File: config.mk
export PLATFORM = sky130hd
export DESIGN_NAME = muldiv_unit
export DESIGN_NICKNAME = d
export VERILOG_FILES = /design/src/rtl/muldiv_pkg.sv /design/src/rtl/muldiv_unit.sv /design/src/rtl/div_unit.sv /design/src/rtl/mul_unit.sv
export SDC_FILE = /design/constraint.sdc
export NUM_CORES = 2
export LEC_CHECK = 0
export ABC_AREA = 1
export BUFFER_PORTS_ARGS = -buffer_cell sky130_fd_sc_hd__buf_2
export CORE_MARGIN = 2
export CORE_UTILIZATION = 65
export CTS_CLUSTER_SIZE = 14
export DETAILED_ROUTE_END_ITERATION = 12
export HOLD_SLACK_MARGIN = 0.02
export PLACE_DENSITY_LB_ADDON = 0.25
export SLEW_MARGIN = 20
export SYNTH_ARGS = -nofsm -noshare
export SYNTH_HDL_FRONTEND = slang
export SYNTH_SLANG_ARGS = --single-unit
File: constraint.sdc
create_clock -name clk -period 8.7 [get_ports clk]
set_input_delay 2.61 -clock clk [delete_from_list [all_inputs] [get_ports clk]]
set_output_delay 2.61 -clock clk [all_outputs]
set_load 0.01 [all_outputs]
File: src/rtl/muldiv_pkg.sv
package muldiv_pkg;

  // datapath width, fixed by the ISA
  localparam int xlen = 32;

  typedef logic [xlen-1:0]         word_t;   // operand / result
  typedef logic [2*xlen-1:0]       dword_t;  // full product
  typedef logic [2:0]              funct3_t; // M-extension op code
  typedef logic [$clog2(xlen)-1:0] bit_idx_t;

  // funct3 codes of the M extension; bit 2 picks the divider
  localparam funct3_t f3_mul    = 3'd0;
  localparam funct3_t f3_mulh   = 3'd1;
  localparam funct3_t f3_mulhsu = 3'd2;
  localparam funct3_t f3_mulhu  = 3'd3;
  localparam funct3_t f3_div    = 3'd4;
  localparam funct3_t f3_divu   = 3'd5;
  localparam funct3_t f3_rem    = 3'd6;
  localparam funct3_t f3_remu   = 3'd7;

  // restoring divider sequencing
  typedef enum logic [1:0] {
    div_idle,  // waiting for start
    div_calc,  // one quotient bit per clock
    div_done   // result valid, done high
  } div_state_t;

endpackage
File: src/rtl/muldiv_unit.sv
`timescale 1ns/100ps

module muldiv_unit (
  input  logic                clk,
  input  logic                rst,
  input  logic                start,
  input  muldiv_pkg::funct3_t funct3,
  input  muldiv_pkg::word_t   a,
  input  muldiv_pkg::word_t   b,
  output logic                done,
  output logic                busy,
  output muldiv_pkg::word_t   res
);

  import muldiv_pkg::*;

  logic  accept;
  logic  mul_start;
  logic  div_start;
  logic  mul_fin;
  logic  div_fin;
  word_t mul_res;
  word_t div_res;
  logic  div_sel;  // last started unit
  logic  busy_q;

  assign accept    = start & ~busy_q;  // starts while busy are dropped
  assign mul_start = accept & ~funct3[2];
  assign div_start = accept & funct3[2];

  mul_unit mul_unit_i (
    .clk   (clk),
    .rst   (rst),
    .start (mul_start),
    .op    (funct3[1:0]),
    .a     (a),
    .b     (b),
    .done  (mul_fin),
    .res   (mul_res)
  );

  div_unit div_unit_i (
    .clk   (clk),
    .rst   (rst),
    .start (div_start),
    .op    (funct3[1:0]),
    .a     (a),
    .b     (b),
    .done  (div_fin),
    .res   (div_res)
  );

  always_ff @(posedge clk or posedge rst) begin
    if (rst) begin
      busy_q  <= 1'b0;
      div_sel <= 1'b0;
    end else begin
      if (accept) begin
        busy_q  <= 1'b1;
        div_sel <= funct3[2];
      end else if (done) begin
        busy_q <= 1'b0;
      end
    end
  end

  assign done = mul_fin | div_fin;
  assign busy = busy_q;
  assign res  = div_sel ? div_res : mul_res;

  assert property (@(posedge clk) disable iff (rst) start |-> !busy)
    else $error("start while busy");

  assert property (@(posedge clk) disable iff (rst) !(mul_fin && div_fin))
    else $error("both units finished together");

  // end to end latency through either unit
  assert property (@(posedge clk) disable iff (rst) mul_start |-> ##2 done)
    else $error("multiply did not finish in 2 cycles");

  assert property (@(posedge clk) disable iff (rst) div_start |-> ##33 done)
    else $error("divide did not finish in 33 cycles");

endmodule

File: src/rtl/div_unit.sv
`timescale 1ns/100ps

module div_unit (
  input  logic              clk,
  input  logic              rst,
  input  logic              start,
  input  logic [1:0]        op,
  input  muldiv_pkg::word_t a,
  input  muldiv_pkg::word_t b,
  output logic              done,
  output muldiv_pkg::word_t res
);

  import muldiv_pkg::*;

  div_state_t    state;
  bit_idx_t      index;
  word_t         numerator;
  word_t         divisor;
  word_t         quotient;
  word_t         remainder;
  logic          invert;
  logic          rem_sel;
  logic          is_signed;
  logic          inv_next;
  word_t         abs_a;
  word_t         abs_b;
  logic [xlen:0] rem_shift;  // one bit wider, shifted value can exceed 32 bits
  logic [xlen:0] rem_diff;
  logic          take;
  word_t         q_out;
  word_t         r_out;

  assign is_signed = (op == f3_div[1:0]) || (op == f3_rem[1:0]);

  assign abs_a = (is_signed && a[xlen-1]) ? -a : a;
  assign abs_b = (is_signed && b[xlen-1]) ? -b : b;

  // quotient sign only flips for a nonzero divisor, remainder takes a's sign
  assign inv_next = ((op == f3_div[1:0]) && (a[xlen-1] != b[xlen-1]) && (|b)) ||
                    ((op == f3_rem[1:0]) && a[xlen-1]);

  assign rem_shift = {remainder, numerator[index]};
  assign rem_diff  = rem_shift - {1'b0, divisor};
  assign take      = ~rem_diff[xlen];  // no borrow, divisor fits

  always_ff @(posedge clk or posedge rst) begin
    if (rst) begin
      state   <= div_idle;
      index   <= '0;
      invert  <= 1'b0;
      rem_sel <= 1'b0;
    end else begin
      case (state)
        div_idle: begin
          if (start) begin
            index   <= bit_idx_t'(xlen - 1);
            invert  <= inv_next;
            rem_sel <= op[1];  // REM and REMU
            state   <= div_calc;
          end
        end
        div_calc: begin
          index <= index - 1'b1;
          if (index == '0) begin
            state <= div_done;
          end
        end
        default: begin
          state <= div_idle;
        end
      endcase
    end
  end

  always_ff @(posedge clk) begin
    if (state == div_idle && start) begin
      numerator <= abs_a;
      divisor   <= abs_b;
      quotient  <= '0;
      remainder <= '0;
    end else if (state == div_calc) begin
      remainder       <= take ? rem_diff[xlen-1:0] : rem_shift[xlen-1:0];
      quotient[index] <= take;
    end
  end

  assign q_out = invert ? -quotient : quotient;
  assign r_out = invert ? -remainder : remainder;

  assign done = (state == div_done);
  assign res  = rem_sel ? r_out : q_out;

  // the top level must hold off until the previous divide has retired
  assert property (@(posedge clk) disable iff (rst) start |-> state == div_idle)
    else $error("div_unit started while not idle");

endmodule

File: src/rtl/mul_unit.sv
`timescale 1ns/100ps

module mul_unit (
  input  logic              clk,
  input  logic              rst,
  input  logic              start,
  input  logic [1:0]        op,
  input  muldiv_pkg::word_t a,
  input  muldiv_pkg::word_t b,
  output logic              done,
  output muldiv_pkg::word_t res
);

  import muldiv_pkg::*;

  logic                     a_sgn;
  logic                     b_sgn;
  logic                     hi_sel;
  logic signed [xlen:0]     a_ext;     // stage 1 operands
  logic signed [xlen:0]     b_ext;
  logic                     hi_s1;
  logic                     vld_s1;
  logic signed [2*xlen+1:0] prod_full; // 33x33 signed product
  dword_t                   prod;      // stage 2
  logic                     hi_s2;
  logic                     done_q;

  // MULHU is the only form with an unsigned a; b is signed for MUL and MULH
  assign a_sgn  = (op != f3_mulhu[1:0]);
  assign b_sgn  = (op == f3_mul[1:0]) || (op == f3_mulh[1:0]);
  assign hi_sel = (op != f3_mul[1:0]);

  always_ff @(posedge clk or posedge rst) begin
    if (rst) begin
      vld_s1 <= 1'b0;
    end else begin
      vld_s1 <= start;
    end
  end

  // operands only move on start
  always_ff @(posedge clk) begin
    if (start) begin
      a_ext <= {a_sgn & a[xlen-1], a};  // sign or zero extend
      b_ext <= {b_sgn & b[xlen-1], b};
      hi_s1 <= hi_sel;
    end
  end

  assign prod_full = a_ext * b_ext;

  // product kept until the next operation so res stays put
  always_ff @(posedge clk or posedge rst) begin
    if (rst) begin
      done_q <= 1'b0;
      hi_s2  <= 1'b0;
      prod   <= '0;
    end else begin
      done_q <= vld_s1;
      if (vld_s1) begin
        prod  <= prod_full[2*xlen-1:0];
        hi_s2 <= hi_s1;
      end
    end
  end

  assign done = done_q;
  assign res  = hi_s2 ? prod[2*xlen-1:xlen] : prod[xlen-1:0];

endmodule

==> impl_metrics.ini <==
[outcome]
run_status = completed

[clocking]
clkSlewWorstSetupHoldPaths_ns = 0.07
cts_sinks = 273
ctsResizeCount = 0
root_buffer = clkbuf_16
cts_setup_buffers = 0
cts_tree = done
hold_buffers = 0
h-tree-depth = 1
cts_buffer_depth = 3
clkLatencyLatePin_ns = 0.63
numCtsBuffers = 30

[placed_design]
gp_congestion = 1.028
dpl_cell_area_um2 = 58640
hpwl_um = 149100
io_buffer_count = 103

[synth]
synth_area_um2 = 56950
ys_async_sr_fraction = 0.2857
synth_warnings = 0
synth_compound_area_frac = 0.05165
synthFlopType = edfxtp_1
muxShareOfSynthArea = 0
synth_top_cell_area_share = 0.3958
yosysTopAreaCell = fa_1
ys_seq_area_frac = 0.1258
synthTopCellsByArea = fa_1, inv_1, nand2_1
synth_top_family_by_area = adder cells
synth-xor-area-share = 0.01661
synth_common_cells = inv_1, nand2_1, fa_1
syn_area_per_cell_um2 = 7.615
synthDistinctLibCells = 50
ys_seq_elements = 273
synth-edff-count = 131
synthAdderAreaFrac = 0.4514
synth-simple-area-share = 0.1966
synth_most_common_cell = inv_1
synthCells = 7479
syn_nets = 8928

[die]
die_x_um = 300.0
num_io_pins = 104
die_height_um = 300.0
core_um2 = 86750
rows = 108
die_area_um2 = 90010
initial_core_util = 0.6565

[power]
power.internal_w = 0.002125
p_switching_w = 0.0006986
total_power_w = 0.002823
switching_share = 0.2475
max-vdd-ir-drop_v = 0.0001402
p_clk_frac = 0.479
p_leak_nw = 33.96
power_density_nw_per_um2 = 47.32
seq_power_share = 0.480
combPwrFrac = 0.041

[detailed_routing]
drcViolationCount = 0
wl_per_cell_um = 21.39
viasPerCell = 5.679
drt_iter0_drc = 5005
ant_nets = 0
dr.pass1.iters = 6
routed_wl_um = 183700
vias = 48790

[sta]
finalCriticalPeriod_ns = 8.245
final.setup_skew_ns = 0.04154
slew_headroom = 0.2214
setup_viol = 0
fin_setup_tns_ns = 0
fmax_ghz = 0.1213
drv_slew = 0
max_slew.worst_pin.slew_ns = 1.168
min_period_over_period = 0.9477
rsz0062_at_grt = no
fin_hold_ws_ns = 0.4779
hold_violations = 0

[setup_path]
path_buf_inv = 6
crit_type = flop to flop
crit_fanout = 18
cpPeakStageDelay_ns = 1.11
worst_path_most_repeated_cell = fa_1
crit_required_ns = 9.18
cpMaxStageDelayCell = edfxtp_1
crit_family = adder cells
crit_arrival_ns = 8.73
cp-end-kind = flop
start_kind = flop

[grt]
grt_max_degree = 69
overflow = 0
grt_pass1_wl_um = 288700
antenna_found_initial = 8
grt_pass1_vias = 51280
grt_use_total = 0.4232

[final_layout]
post-route-cell-area_um2 = 59670
final_core_util = 0.6878
syn_to_final_growth_pct = 4.765
final_layout_size_suffix_gt1_frac = 0.04386
fin_nets = 8860
nFillCells = 7264

[min_path]
hp-class = flop to flop

[job]
max-cap-violations = 0
## power groups by stage
stage	clock network (W)	registers, W	logic (W)
global route	0.00140	0.00135	0.000125
CTS	0.00136	0.00135	0.000112
detailed placement	0	0.00138	0.000111
global placement	0	0.00138	0.000109
finish	0.00135	0.00135	0.000116
floorplan	0	0.00138	0.0000524
## kinds of logic after synthesis
logic type / count (synthesis)
buffers and inverters: 2386
AO/OA/AOI/OAI: 554
AND/OR/NAND/NOR: 2779
adder cells (fa/ha/maj): 1379
flip-flops: 273
XOR/XNOR: 108
## layer usage
layer,global-route usage,wire length [um],share of wire
met1,0.5274,65960,0.36
met3,0.08700,19600,0.11
met2,0.6775,83720,0.46
met5,0.003175,80,0.00044
met4,0.2706,14360,0.078
## through the flow
stage                     instances  setup slack, ns
final                          8591           0.4547
after global routing           8588           0.2333
after CTS                      8586           0.5141
after detailed placement       8532           0.5832
after global placement         8532           0.6761
after floorplan                7479            1.262
## tightest hold or removal path, cell delays in order, from the launching register on
cell,delay (ns)
dfrtp_1,0.34
nand2_1,0.05
nand2_1,0.05
## cell type report
| class | count | area [um^2] | area share |
|---|---|---|---|
| multi-input cells | 4820 | 40810 | 0.6839 |
| inverters | 2051 | 7700 | 0.1290 |
| flip-flops and latches | 273 | 7169 | 0.1202 |
| repair buffers | 235 | 1546 | 0.02592 |
| well taps | 1155 | 1445 | 0.02422 |
| clock buffers | 34 | 775.7 | 0.01300 |
| clock inverters | 20 | 219.0 | 0.003670 |
| diodes | 3 | 7.507 | 0.0001258 |
## sequential cells by signal, summed over array words and instances, names as in the netlist
signal and cells:
mul_unit_i.b_ext 33, div_unit_i.rem_sel 1, mul_unit_i.done 1, div_unit_i.state 2, div_unit_i.index 5, div_unit_i.divisor 32
div_sel 1, mul_unit_i.hi_s1 1, mul_unit_i.hi_s2 1, div_unit_i.quotient 32, mul_unit_i.a_ext 33, div_unit_i.numerator 32
busy 1, mul_unit_i.prod 64, mul_unit_i.vld_s1 1, div_unit_i.remainder 32, div_unit_i.invert 1
## path summary, 6_finish.rpt
kind,startpoint,end,slack (ns),cells past startpoint
hold / removal,mul_unit_i.prod[52]$_DFFE_PP0P_,mul_unit_i.prod[52]$_DFFE_PP0P_,0.48,2
setup / recovery,mul_unit_i.b_ext[16]$_DFFE_PP_,mul_unit_i.prod[60]$_DFFE_PP0P_,0.45,25
min in group asynchronous,rst,mul_unit_i.prod[36]$_DFFE_PP0P_,2.05,2
setup reg to reg,mul_unit_i.b_ext[16]$_DFFE_PP_,mul_unit_i.prod[60]$_DFFE_PP0P_,0.45,25
hold reg to reg,mul_unit_i.prod[52]$_DFFE_PP0P_,mul_unit_i.prod[52]$_DFFE_PP0P_,0.48,2
max in group asynchronous,rst,mul_unit_i.vld_s1$_DFF_PP0_,5.38,3
## cells in the final DEF, fill, tap and decap left out, types with 15 or more instances in the layout
cell type,n
nand3_1,298
inv_1,2041
nor3_1,46
nor4_1,16
buf_2,103
dfrtp_1,76
edfxtp_1,131
fa_1,1126
nand2_1,1960
nor2_1,365
xor2_1,54
nand4_1,45
a21oi_1,214
buf_4,128
ha_1,253
xnor2_1,54
o21ai_0,234
o21ai_1,35
clkbuf_16,30
dfxtp_1,64
or2_2,19
o21bai_1,15
No activity file was read; power rests on OpenSTA's default activity.
